### config.mk
export PLATFORM = sky130hd
export DESIGN_NAME = flashReader
export DESIGN_NICKNAME = d
export VERILOG_FILES = /design/src/hdl/flashPkg.sv /design/src/hdl/spiClockTimer.sv /design/src/hdl/spiShifter.sv /design/src/hdl/flashSequencer.sv /design/src/hdl/flashReader.sv
export VERILOG_INCLUDE_DIRS = /design/src /design/src/hdl
export SDC_FILE = /design/constraint.sdc
export NUM_CORES = 1
export LEC_CHECK = 0
export BUFFER_PORTS_ARGS = -buffer_cell sky130_fd_sc_hd__buf_2
export CAP_MARGIN = 20
export CORE_ASPECT_RATIO = 0.9
export CORE_UTILIZATION = 50
export DETAILED_ROUTE_END_ITERATION = 7
export PLACE_DENSITY = 0.78
export SYNTH_ARGS = -nofsm -noshare
export SYNTH_HDL_FRONTEND = slang
export SYNTH_SLANG_ARGS = --single-unit
### constraint.sdc
create_clock -name clk -period 2.75 [get_ports clk]
set_clock_uncertainty 0.2 [all_clocks]
set_input_delay 0.1375 -clock clk [delete_from_list [all_inputs] [get_ports clk]]
set_output_delay 0.1375 -clock clk [all_outputs]
set_load 0.02 [all_outputs]
### src/hdl/flash_settings.svh
// Build-time settings for the SPI flash reader, included by the package and the RTL that needs them
`ifndef FLASH_SETTINGS_SVH
`define FLASH_SETTINGS_SVH

// clock cycles to wait after reset before the flash is usable
`define FLASH_STARTUP_WAIT 32'd1000

// width of the requester's byte address, zero-extended to 24 bits on the wire
`define FLASH_ADDR_WIDTH 24

// standard SPI flash read opcode
`define FLASH_READ_CMD 8'h03

`endif

### src/hdl/flashPkg.sv
// Shared types for the SPI flash reader, imported by every RTL block of the reader
`default_nettype none

`include "flash_settings.svh"

package flashPkg;

  typedef logic [`FLASH_ADDR_WIDTH-1:0] flashAddr;
  typedef logic [7:0] flashByte;

  // opcode in the top byte, 24-bit address below, sent msb first
  typedef logic [31:0] flashHeader;

  // bits left in the current transfer phase
  typedef logic [5:0] flashBitCount;

  typedef enum logic [2:0] {
    sWaitPower,
    sIdle,
    sHeader,
    sRead,
    sDone
  } flashState;

endpackage

`default_nettype wire

### src/hdl/spiClockTimer.sv
// Power-up delay and SPI mode 0 clock generator; runs one phase of numBits bits per startBits pulse
`default_nettype none

`include "flash_settings.svh"

module spiClockTimer (
  input  wire                    clk,
  input  wire                    rst,
  input  wire                    startBits,
  input  wire flashPkg::flashBitCount numBits,
  output logic                   startupDone,
  output logic                   flashClk,
  output logic                   sclkFall,
  output logic                   sclkRise,
  output logic                   bitsDone
);
  import flashPkg::*;

  logic [31:0]  waitCount;
  logic         running;
  logic         phaseHigh;
  flashBitCount bitsLeft;

  // flash needs time after power-up before the first command
  always_ff @(posedge clk) begin
    if (rst) begin
      waitCount   <= '0;
      startupDone <= 1'b0;
    end else if (!startupDone) begin
      waitCount <= waitCount + 32'd1;
      if (waitCount == `FLASH_STARTUP_WAIT - 32'd1) begin
        startupDone <= 1'b1;
      end
    end
  end

  // strobes lead the pin by one edge so the shifter updates in step with flashClk
  assign sclkFall = running & ~phaseHigh;
  assign sclkRise = running & phaseHigh;

  always_ff @(posedge clk) begin
    if (rst) begin
      running   <= 1'b0;
      phaseHigh <= 1'b0;
      bitsLeft  <= '0;
      flashClk  <= 1'b0;
      bitsDone  <= 1'b0;
    end else begin
      bitsDone <= 1'b0;
      // high only for the half after a rise strobe, low otherwise
      flashClk <= sclkRise;

      if (startBits) begin
        running   <= 1'b1;
        phaseHigh <= 1'b0;
        bitsLeft  <= numBits;
      end else if (sclkFall) begin
        phaseHigh <= 1'b1;
      end else if (sclkRise) begin
        phaseHigh <= 1'b0;
        bitsLeft  <= bitsLeft - flashBitCount'(1);
        if (bitsLeft == flashBitCount'(1)) begin
          running  <= 1'b0;
          bitsDone <= 1'b1;
        end
      end
    end
  end

endmodule

`default_nettype wire

### src/hdl/spiShifter.sv
// Shift datapath of the flash reader: read header out on MOSI, byte in from MISO, and the held output byte
`default_nettype none

`include "flash_settings.svh"

module spiShifter (
  input  wire                clk,
  input  wire                rst,
  input  wire                loadHeader,
  input  wire flashPkg::flashAddr addr,
  input  wire                sclkFall,
  input  wire                sclkRise,
  input  wire                captureByte,
  input  wire                flashMiso,
  output logic               flashMosi,
  output flashPkg::flashByte data
);
  import flashPkg::*;

  localparam int headerMsb = $bits(flashHeader) - 1;

  flashHeader header;
  flashByte   rxByte;

  // command then address, zero-extended to the 24 address bits on the wire
  always_ff @(posedge clk) begin
    if (loadHeader) begin
      header <= {`FLASH_READ_CMD, 24'(addr)};
    end else if (sclkFall) begin
      header <= {header[headerMsb-1:0], 1'b0};
    end
  end

  // samples during the header too, only the last eight bits count
  always_ff @(posedge clk) begin
    if (sclkRise) begin
      rxByte <= {rxByte[$bits(flashByte)-2:0], flashMiso};
    end
  end

  // mosi changes as flashClk falls, stable across the rise
  always_ff @(posedge clk) begin
    if (rst) begin
      flashMosi <= 1'b0;
    end else if (sclkFall) begin
      flashMosi <= header[headerMsb];
    end
  end

  // held for the requester until the next read completes
  always_ff @(posedge clk) begin
    if (rst) begin
      data <= '0;
    end else if (captureByte) begin
      data <= rxByte;
    end
  end

endmodule

`default_nettype wire

### src/hdl/flashSequencer.sv
// Read sequencer of the flash reader: power-up wait, header and data phases, and the req/ack handshake
`default_nettype none

module flashSequencer (
  input  wire                    clk,
  input  wire                    rst,
  input  wire                    req,
  input  wire                    startupDone,
  input  wire                    bitsDone,
  output logic                   ack,
  output logic                   flashCs,
  output logic                   loadHeader,
  output logic                   startBits,
  output flashPkg::flashBitCount numBits,
  output logic                   captureByte
);
  import flashPkg::*;

  // phase lengths follow the widths of what is shifted
  localparam flashBitCount headerBits = flashBitCount'($bits(flashHeader));
  localparam flashBitCount readBits   = flashBitCount'($bits(flashByte));

  flashState state;

  always_ff @(posedge clk) begin
    if (rst) begin
      state   <= sWaitPower;
      ack     <= 1'b0;
      flashCs <= 1'b1;
    end else begin
      case (state)
        sWaitPower: begin
          if (startupDone) begin
            state <= sIdle;
          end
        end

        // ack is always low here, so a high req is a new request
        sIdle: begin
          if (req) begin
            flashCs <= 1'b0;
            state   <= sHeader;
          end
        end

        sHeader: begin
          if (bitsDone) begin
            state <= sRead;
          end
        end

        // data is captured on this same edge, so ack and data rise together
        sRead: begin
          if (bitsDone) begin
            flashCs <= 1'b1;
            ack     <= 1'b1;
            state   <= sDone;
          end
        end

        // hold the byte until the requester lets go
        sDone: begin
          if (!req) begin
            ack   <= 1'b0;
            state <= sIdle;
          end
        end

        default: begin
          state <= sWaitPower;
        end
      endcase
    end
  end

  // strobes to timer and shifter, decoded from the current state
  always_comb begin
    loadHeader  = 1'b0;
    startBits   = 1'b0;
    numBits     = readBits;
    captureByte = 1'b0;

    case (state)
      sIdle: begin
        if (req) begin
          loadHeader = 1'b1;
          startBits  = 1'b1;
          numBits    = headerBits;
        end
      end

      sHeader: begin
        if (bitsDone) begin
          startBits = 1'b1;
          numBits   = readBits;
        end
      end

      sRead: begin
        if (bitsDone) begin
          captureByte = 1'b1;
        end
      end

      default: begin
        startBits = 1'b0;
      end
    endcase
  end

endmodule

`default_nettype wire

### src/hdl/flashReader.sv
// Top level of the SPI flash byte reader; instantiate it between the req/ack requester and the flash pins
`default_nettype none

module flashReader (
  input  wire                clk,
  input  wire                rst,
  input  wire                req,
  input  wire flashPkg::flashAddr addr,
  output logic               ack,
  output flashPkg::flashByte data,
  output logic               flashCs,
  output logic               flashClk,
  output logic               flashMosi,
  input  wire                flashMiso
);
  import flashPkg::*;

  logic         startupDone;
  logic         bitsDone;
  logic         loadHeader;
  logic         startBits;
  logic         captureByte;
  logic         sclkFall;
  logic         sclkRise;
  flashBitCount numBits;

  flashSequencer i_sequencer (
    .clk         (clk),
    .rst         (rst),
    .req         (req),
    .startupDone (startupDone),
    .bitsDone    (bitsDone),
    .ack         (ack),
    .flashCs     (flashCs),
    .loadHeader  (loadHeader),
    .startBits   (startBits),
    .numBits     (numBits),
    .captureByte (captureByte)
  );

  spiClockTimer i_timer (
    .clk         (clk),
    .rst         (rst),
    .startBits   (startBits),
    .numBits     (numBits),
    .startupDone (startupDone),
    .flashClk    (flashClk),
    .sclkFall    (sclkFall),
    .sclkRise    (sclkRise),
    .bitsDone    (bitsDone)
  );

  spiShifter i_shifter (
    .clk         (clk),
    .rst         (rst),
    .loadHeader  (loadHeader),
    .addr        (addr),
    .sclkFall    (sclkFall),
    .sclkRise    (sclkRise),
    .captureByte (captureByte),
    .flashMiso   (flashMiso),
    .flashMosi   (flashMosi),
    .data        (data)
  );

endmodule

`default_nettype wire

==> results of run 1 <==
## kinds of logic after synthesis
logic type | Yosys count
AND/OR/NAND/NOR | 238
flip-flops | 97
AO/OA/AOI/OAI | 60
buffers and inverters | 34
XOR/XNOR | 16
multiplexers | 6
adder cells (fa/ha/maj) | 3
## metal layers
metal	GRT usage	share of wire	vias to the layer above
li1	-	-	1699
met1	0.269	0.46	1592
met2	0.357	0.48	100
met3	0.0624	0.053	9
met4	0.0647	0.012	0
met5	0	0	-
## cells in the final DEF (no fill, tap or decap), types with 13 or more instances in the layout
master / Yosys / routed
nor2_1: 29 / 29
nand3_1: 15 / 15
dfxtp_1: 65 / 65
edfxtp_1: 32 / 32
buf_2: 0 / 39
nand2_1: 119 / 119
a21oi_1: 30 / 30
dlygate4sd3_1: 0 / 26
nor4_1: 13 / 13
## final cells by class
type,count,share of cell area
Clock buffer,10,0.0280
Clock inverter,6,0.0181
Inverter,11,0.00839
Multi-Input combinational cell,323,0.359
Sequential cell,97,0.460
Tap cell,99,0.0252
Timing Repair Buffer,71,0.102
## worst max-delay path: stages, from the launching register on
cell and delay [ns]:
dfxtp_1 0.44, nand4_2 0.18, or4_4 0.68, nor4_1 0.38
mux2_2 0.37
## state kept, by name, summed over array words and instances, names as in the netlist
register             cells
i_sequencer.flashCs      1
i_timer.bitsLeft         6
i_shifter.flashMosi      1
i_timer.waitCount       32
i_sequencer.state        3
i_shifter.data           8
i_sequencer.ack          1
i_timer.flashClk         1
i_timer.startupDone      1
i_shifter.rxByte         8
i_timer.running          1
i_shifter.header        32
i_timer.phaseHigh        1
i_timer.bitsDone         1
## through the flow
step | setup WS (ns) | hold WS (ns)
after floorplan | 0.371 | 0.0364
after global placement | 0.526 | 0.117
after detailed placement | 0.431 | 0.134
after CTS | 0.409 | 0.0668
after global routing | 0.324 | 0.0828
final | 0.404 | 0.0773
## path summary, 6_finish.rpt
| kind | startpoint | to | slack, ns | cells after the start |
|---|---|---|---|---|
| setup / recovery | i_timer.waitCount[8] | i_timer.waitCount[23] | 0.40 | 4 |
| hold / removal | rst | i_timer.waitCount[14] | 0.08 | 2 |
| setup reg to reg | i_timer.waitCount[8] | i_timer.waitCount[23] | 0.40 | 4 |
| hold reg to reg | i_shifter.rxByte[6] | i_shifter.rxByte[7] | 0.25 | 0 |
## what timing repair did
action                     in CTS  in global routing
hold endpoints to repair       27                  0
hold buffers                   26                  0
setup endpoints to repair       0                  0
## power by group through the flow
| stage | registers (mW) | logic, mW | clock network [mW] |
|---|---|---|---|
| finish | 1.53 | 0.117 | 1.05 |
| global route | 1.54 | 0.134 | 1.13 |
| CTS | 1.53 | 0.115 | 1.07 |
| detailed placement | 1.57 | 0.0868 | 0 |
| global placement | 1.56 | 0.0835 | 0 |
| floorplan | 1.56 | 0.0561 | 0 |
==> impl_metrics.py, run 1 <==
metrics = {
    "synth": {
        "synth_top_family_by_area": "simple AND/OR/NAND/NOR gates",
        "yosys.area.top_type": "dfxtp_1",
        "netlist_top_cells_area": "dfxtp_1, edfxtp_1, nand2_1, a21oi_1, nor2_1",
        "synth-simple-area-share": 0.276,
        "muxShareOfSynthArea": 0.0160,
        "async_reset_ff_frac": 0,
        "syn_inst": 454,
        "synthXorXnorAreaFrac": 0.0338,
        "ys.flop_type": "dfxtp_1",
        "ys_ff_latch": 97,
        "synth_compound_area_frac": 0.0875,
        "synth_edf_count": 32,
        "synth_adder_area_share": 0.00905,
        "synth_top_area_share": 0.314,
        "mappedNetlistArea_sq_um": 4150,
        "ys_seq_area_frac": 0.545,
        "synthTopCellsByCount": "nand2_1, dfxtp_1, edfxtp_1, a21oi_1, nor2_1",
        "avgSynthCellArea_sq_um": 9.14,
        "yosysUniqueCellTypes": 44,
        "synth_nets": 485,
        "yosysMostFrequentCell": "nand2_1",
        "yosys_warnings": 0,
    },
    "grt": {
        "grt_use_total": 0.213,
        "grt_pass1_vias": 3120,
        "gr-total-overflow": 0,
        "grt_antenna_before_repair": 0,
        "grt_pass1_wl_um": 14500,
        "grt_start_max_net_pins": 36,
    },
    "clock_tree": {
        "cts.repair.resized": 0,
        "clk_latency_ns": 0.37,
        "cts-buffers-inserted": 9,
        "cts_tree": "yes",
        "cts.clk_slew.worst_paths_ns": 0.10,
        "cts.htree.levels": 3,
        "clock-sinks": 97,
        "post-cts-setup-buffer-count": 0,
        "clockBufferDepth": 2,
        "root_buffer": "clkbuf_8",
    },
    "outcome": {
        "violations": "design-rule violations",
        "status": "complete, but fails checks",
    },
    "critical_path": {
        "cp_max_fo": 21,
        "required_ns": 2.82,
        "critPathKind": "reg -> reg",
        "endpoint_kind": "flop",
        "critPathLaunchType": "flop",
        "cp.arrival_ns": 2.42,
    },
    "route": {
        "drt-initial-drc-count": 228,
        "dr.pass1.iters": 8,
        "wire_per_inst_um": 13.9,
        "post-route-drc-count": 2,
        "wl_um": 8560,
        "dr_total_vias": 3400,
        "drt-vias-per-instance": 5.51,
        "ant_nets": 0,
    },
    "floorplanning": {
        "coreArea_sq_um": 8030,
        "die_h_um": 88.4,
        "dieWidth_um": 98.0,
        "dieArea_sq_um": 8670,
        "initial_core_util": 0.517,
        "num_io_pins": 40,
        "std_cell_rows": 31,
    },
    "run": {
        "drv_cap": 0,
    },
    "place": {
        "routabilityCongestion": 0.771,
        "placed_cells": 575,
        "port_buffers": 39,
        "place_area_sq_um": 4430,
        "dp_hpwl_um": 5250,
    },
    "final_layout": {
        "diodes": 0,
        "regArea_sq_um": 2260,
        "layout.nets": 544,
        "syn_to_final_growth_pct": 18.6,
        "nFillCells": 668,
        "postLayoutCellArea_sq_um": 4920,
        "final_cells": 617,
        "final_core_util": 0.613,
        "final_layout_size_suffix_gt1_frac": 0.143,
        "multiInputGateArea_sq_um": 1770,
    },
    "sta": {
        "min_period_over_period": 0.853,
        "tns_ns": 0,
        "finalSetupViolCount": 0,
        "hold_violations": 0,
        "maxSlewViolCount": 0,
        "finalCriticalPeriod_ns": 2.35,
        "fmax_mhz": 426,
        "rsz0062_at_grt": "no",
        "maxSlewHeadroom": 0.581,
        "tightest_slew_ns": 0.629,
    },
    "power": {
        "clkPwrFrac": 0.389,
        "p_per_area_nw_per_um2": 549,
        "power.share.switching": 0.216,
        "leakage_nw": 1.88,
        "finalPower_mw": 2.70,
        "internal_power_mw": 2.12,
        "peakVddDrop_mv": 0.265,
        "p_sw_mw": 0.583,
        "p_seq_frac": 0.567,
        "p_comb_frac": 0.043,
    },
    "worst_hold_path": {
        "hold_class": "in -> reg",
    },
}
No activity file was read; power rests on OpenSTA's default activity.
==> inputs of run 2 (changes only) <==
- CTS_BUF_LIST: unset -> sky130_fd_sc_hd__clkbuf_4
==> run 2 against run 1 <==
  * The run still ends with design-rule violations left
  * Highest routed layer unchanged
  * Critical path depth unchanged
  * Maximum frequency up 1.2%
  * Wire length down 1.6%
  * Total power down 7.2%
  * Flip-flop and latch count unchanged
  * Clock-buffer cell count down 1
  * Final cell count up 0.16%
  * Critical endpoint unchanged
  * First-iteration DRC count down 3.9%
  * Die area unchanged
  * Worst setup slack better by 0.029 ns
  * Combinational power about the same
==> impl_metrics.py, run 2 (same netlist as run 1, synthesis figures left out) <==
metrics = {
    "critical_path": {
        "r2r_start": "i_timer.waitCount[8]",
        "endpoint_kind": "flop",
        "crit_slowest_cell": "or4_4",
        "worstPathCellList": "nand4_2, or4_4, nor4_1, mux2_2",
        "critPathKind": "reg -> reg",
        "critPathLaunchType": "flop",
        "ff2ff_path_depth": 4,
        "required_ns": 2.91,
        "cp_max_fo": 21,
        "cp.arrival_ns": 2.48,
        "ff2ff_setup_slack_ns": 0.43,
        "r2r_end": "i_timer.waitCount[23]",
        "critPathMaxStageDelay_ns": 0.68,
    },
    "worst_hold_path": {
        "min_from": "flashMiso",
        "hold_class": "in -> reg",
        "worstHoldEndpoint": "i_shifter.rxByte[0]",
        "hold_depth": 2,
    },
    "clock_tree": {
        "post-cts-setup-buffer-count": 0,
        "cts.clk_slew.worst_paths_ns": 0.16,
        "postCtsHoldBufs": 27,
        "cts.repair.resized": 0,
        "cts_tree": "yes",
        "cts.htree.levels": 3,
        "cts-buffers-inserted": 9,
        "root_buffer": "clkbuf_4",
        "clock-sinks": 97,
        "clk_latency_ns": 0.44,
        "clockBufferDepth": 2,
    },
    "grt": {
        "gr-total-overflow": 0,
        "grt_antenna_before_repair": 0,
        "grt_pass1_wl_um": 14300,
        "grt_pass1_vias": 3079,
        "grt_start_max_net_pins": 36,
        "grt_use_total": 0.209,
    },
    "floorplanning": {
        "dieWidth_um": 98.0,
        "std_cell_rows": 31,
        "initial_core_util": 0.517,
        "coreArea_sq_um": 8030,
        "die_h_um": 88.4,
        "num_io_pins": 40,
        "dieArea_sq_um": 8670,
    },
    "power": {
        "p_sw_mw": 0.557,
        "clkPwrFrac": 0.341,
        "power.share.switching": 0.222,
        "internal_power_mw": 1.95,
        "p_seq_frac": 0.612,
        "leakage_nw": 1.85,
        "peakVddDrop_mv": 0.293,
        "p_comb_frac": 0.047,
        "p_per_area_nw_per_um2": 515,
    },
    "final_layout": {
        "most-common-layout-cells": "nand2_1, dfxtp_1, buf_2",
        "diodes": 0,
        "layout.nets": 545,
        "final_core_util": 0.606,
        "final_common_cell": "nand2_1",
        "syn_to_final_growth_pct": 17.2,
        "reg_top3": "i_shifter.header (32), i_timer.waitCount (32)",
        "final_layout_size_suffix_gt1_frac": 0.143,
    },
    "place": {
        "dp_hpwl_um": 5250,
        "port_buffers": 39,
        "routabilityCongestion": 0.771,
        "pre_cts_ws_ns": 0.431,
    },
    "route": {
        "ant_nets": 0,
        "drt-initial-drc-count": 219,
        "drt-vias-per-instance": 5.41,
        "wire_per_inst_um": 13.6,
        "dr_total_vias": 3346,
        "dr.pass1.iters": 7,
        "wl_um": 8420,
        "post-route-drc-count": 2,
    },
    "sta": {
        "hold_violations": 0,
        "finalCriticalPeriod_ns": 2.32,
        "maxSlewHeadroom": 0.584,
        "min_period_over_period": 0.843,
        "hold_slack_ns": 0.211,
        "fmax_mhz": 432,
        "tns_ns": 0,
        "finalSetupViolCount": 0,
        "tightest_slew_ns": 0.625,
        "maxSlewViolCount": 0,
        "finalWorstSetupSlack_ns": 0.433,
        "rsz0062_at_grt": "no",
    },
    "outcome": {
        "violations": "design-rule violations",
        "status": "complete, but fails checks",
    },
    "run": {
        "drv_cap": 0,
    },
}
-- run 2: cell count changes in the layout (fill, tap and decap cells not counted) --
cell | previous run | this run
clkbuf_8 | 10 | 0
dlygate4sd3_1 | 26 | 27
inv_2 | 0 | 1
clkbuf_4 | 0 | 9
-- run 2: how the worst max path moves through the flow --
| stage | from | to | cells after the start |
|---|---|---|---|
| 2_1_floorplan | i_sequencer.state[1] | i_shifter.header[0] | 6 |
| 3_3_place_gp | i_timer.waitCount[8] | i_timer.waitCount[23] | 4 |
| 3_5_place_dp | i_timer.waitCount[8] | i_timer.waitCount[23] | 4 |
| 4_1_cts | i_timer.waitCount[8] | i_timer.waitCount[23] | 4 |
| 5_1_grt | i_timer.waitCount[8] | i_timer.waitCount[23] | 4 |
| 6_report | i_timer.waitCount[8] | i_timer.waitCount[23] | 4 |
-- run 2: routing by layer --
layer  wire (um)  share of wire  global-route usage  vias up
li1            -              -                   -     1707
met1        3940           0.47               0.266     1555
met2        4020           0.48               0.355       78
met3         383          0.045              0.0529        6
met4          79         0.0094              0.0620        0
met5           0              0                   0        -
-- run 2: through the flow --
step	instances	power, mW	area, sq um
after floorplan	454	1.62	4150
after global placement	575	1.65	4430
after detailed placement	575	1.65	4430
after CTS	618	2.53	4860
after global routing	618	2.60	4860
final	618	2.51	4860
-- run 2: layout make-up --
| cell class | instances | area [sq um] |
|---|---|---|
| Clock buffer | 9 | 67.6 |
| Clock inverter | 7 | 92.6 |
| Inverter | 11 | 41.3 |
| Tap cell | 99 | 124 |
| Fill cell | 673 | 3160 |
| Timing Repair Buffer | 72 | 510 |
| Multi-Input combinational cell | 323 | 1770 |
| Sequential cell | 97 | 2260 |
-- run 2: worst max-delay path, delay by kind of cell (launching register included) --
kind             cells  cell delay [ns]
and+or+nand+nor      3             1.22
DFF                  1             0.46
muxes                1             0.37
-- run 2: power by group through the flow --
stage	clock, mW	sequential (mW)	combinational [mW]
6_report	0.856	1.53	0.118
5_1_grt	0.927	1.54	0.135
4_1_cts	0.880	1.53	0.116
3_5_place_dp	0	1.57	0.0868
3_3_place_gp	0	1.56	0.0835
2_1_floorplan	0	1.56	0.0561
==> inputs of run 3 (changes only) <==
- PLACE_DENSITY: 0.78 -> 0.81
- clock period: 2.75 -> 2 ns (I/O delays scaled with it)
==> run 3 against run 2 <==
  * The flow finishes with violations (design-rule violations, negative setup slack)
  * Combinational power is 49% higher
  * Final cell count up 5.5%
  * Via count rose by 8.1%
  * Register-to-register slack got worse by 0.49 ns
  * Cell area rose by 7.8%
  * Global-route usage up 1.7 points
  * Clock power increased by 29%
  * Hold slack worse by 0.061 ns
  * Non-clock buffer count is 32 higher
  * Maximum frequency increased by 12%
  * Critical endpoint is now i_timer.waitCount[28]
==> impl_metrics.py, run 3 (same netlist as run 1, synthesis figures left out) <==
metrics = {
    "outcome": {
        "status": "complete, but fails checks",
        "violations": "design-rule violations, negative setup slack",
    },
    "final_layout": {
        "final_core_util": 0.653,
        "reg_top3": "i_shifter.header (32), i_timer.waitCount (32)",
        "final_layout_size_suffix_gt1_frac": 0.241,
        "diodes": 0,
        "most-common-layout-cells": "nand2_1, dfxtp_1, buf_2",
        "syn_to_final_growth_pct": 26.4,
        "layout.nets": 579,
        "final_common_cell": "nand2_1",
    },
    "sta": {
        "hold_slack_ns": 0.150,
        "hold_violations": 0,
        "maxSlewHeadroom": 0.607,
        "finalWorstSetupSlack_ns": -0.0613,
        "finalCriticalPeriod_ns": 2.06,
        "rsz0062_at_grt": "yes",
        "maxSlewViolCount": 0,
        "fmax_mhz": 485,
        "finalSetupViolCount": 5,
        "tns_ns": -0.190,
        "min_period_over_period": 1.03,
        "tightest_slew_ns": 0.589,
    },
    "floorplanning": {
        "num_io_pins": 40,
        "std_cell_rows": 31,
        "coreArea_sq_um": 8030,
        "die_h_um": 88.4,
        "dieWidth_um": 98.0,
        "initial_core_util": 0.517,
        "dieArea_sq_um": 8670,
    },
    "route": {
        "dr_total_vias": 3617,
        "dr.pass1.iters": 7,
        "post-route-drc-count": 4,
        "drt-initial-drc-count": 204,
        "wl_um": 9440,
        "drt-vias-per-instance": 5.55,
        "ant_nets": 0,
        "wire_per_inst_um": 14.5,
    },
    "place": {
        "dp_hpwl_um": 5780,
        "pre_cts_ws_ns": -0.121,
        "routabilityCongestion": 0.818,
        "port_buffers": 39,
    },
    "grt": {
        "gr-total-overflow": 0,
        "grt_use_total": 0.226,
        "grt_pass1_wl_um": 15400,
        "grt_antenna_before_repair": 0,
        "grt_start_max_net_pins": 32,
        "grt_pass1_vias": 3389,
    },
    "clock_tree": {
        "clock-sinks": 97,
        "cts-buffers-inserted": 9,
        "cts.clk_slew.worst_paths_ns": 0.15,
        "clk_latency_ns": 0.45,
        "cts.htree.levels": 3,
        "clockBufferDepth": 2,
        "root_buffer": "clkbuf_4",
        "cts_tree": "yes",
    },
    "critical_path": {
        "cp.arrival_ns": 2.24,
        "required_ns": 2.18,
        "timing.critical_path.from": "i_timer.waitCount[10]",
        "ff2ff_path_depth": 4,
        "ff2ff_setup_slack_ns": -0.06,
        "critPathKind": "reg -> reg",
        "critPathMaxStageDelay_ns": 0.64,
        "r2r_start": "i_timer.waitCount[10]",
        "endpoint_kind": "flop",
        "cp_top_family": "simple AND/OR/NAND/NOR gates",
        "cp_common_cell": "or4_4",
        "worstPathCellList": "nand4_4, or4_4, or4_4, a21oi_2",
        "critPathLaunchType": "flop",
        "crit_buf_inv": 0,
        "cp_max_fo": 6,
        "r2r_end": "i_timer.waitCount[28]",
        "crit_slowest_cell": "or4_4",
    },
    "worst_hold_path": {
        "hold_depth": 2,
        "worstHoldEndpoint": "i_shifter.rxByte[0]",
        "min_from": "flashMiso",
        "hold_class": "in -> reg",
    },
    "run": {
        "drv_cap": 0,
    },
    "power": {
        "p_per_area_nw_per_um2": 645,
        "finalPower_mw": 3.38,
        "peakVddDrop_mv": 0.472,
        "leakage_nw": 2.09,
    },
}
[run 3: cell count changes in the layout (fill, tap and decap cells not counted), moves of 3 or more]
| cell | previous run | this run |
|---|---|---|
| buf_4 | 6 | 37 |
| or4_4 | 1 | 7 |
| a21oi_2 | 0 | 3 |
| nor4_4 | 0 | 3 |
| a21oi_1 | 30 | 27 |
| dfxtp_2 | 0 | 9 |
| or4_1 | 6 | 2 |
| dfxtp_1 | 65 | 54 |
| nor4_1 | 13 | 9 |
[run 3: worst max path at each step]
stage | endpoint | slack (ns) | cells past startpoint
after floorplan | i_timer.waitCount[17] | -0.13 | 7
after global placement | i_timer.waitCount[23] | -0.09 | 4
after detailed placement | i_timer.waitCount[23] | -0.12 | 4
after CTS | i_timer.waitCount[23] | -0.1 | 4
after global routing | i_timer.waitCount[30] | -0.12 | 4
final | i_timer.waitCount[28] | -0.06 | 4
[run 3: area by class of cell]
cell class	count	area, sq um
inverter	11	41.3
timing repair buffer	104	754
sequential	97	2280
multi-input combinational	325	1890
clock inverter	7	83.8
clock buffer	9	67.6
fill	627	2780
tap	99	124
[run 3: metal layers]
layer  track usage  routed length [um]  vias up
li1              -                   -     1774
met1         0.267                4070     1724
met2         0.405                4790      102
met3        0.0482                 418       17
met4        0.0950                 167        0
met5             0                   0        -
[run 3: report_power, final]
group          switching [mW]  leakage (nW)  internal (mW)  total [mW]
Clock                   0.693        0.0847          0.408        1.10
Sequential             0.0302         0.820           2.08        2.11
Combinational          0.0748          1.18          0.101       0.176
Total                   0.798          2.09           2.59        3.38
[run 3: what timing repair did]
item / 4_1_cts / 5_1_grt
pin swaps: 3 / 9
endpoints found under the hold margin: 45 / 0
setup buffers: 0 / 3
hold buffers: 27 / 0
gates cloned: 0 / 2
resized for setup: 2 / 23
setup endpoints to repair: 13 / 17
[run 3: through the flow]
step                std cells  instance area [sq um]
finish                    652                   5250
global route              652                   5250
CTS                       647                   5120
detailed placement        604                   4700
global placement          604                   4700
floorplan                 454                   4230
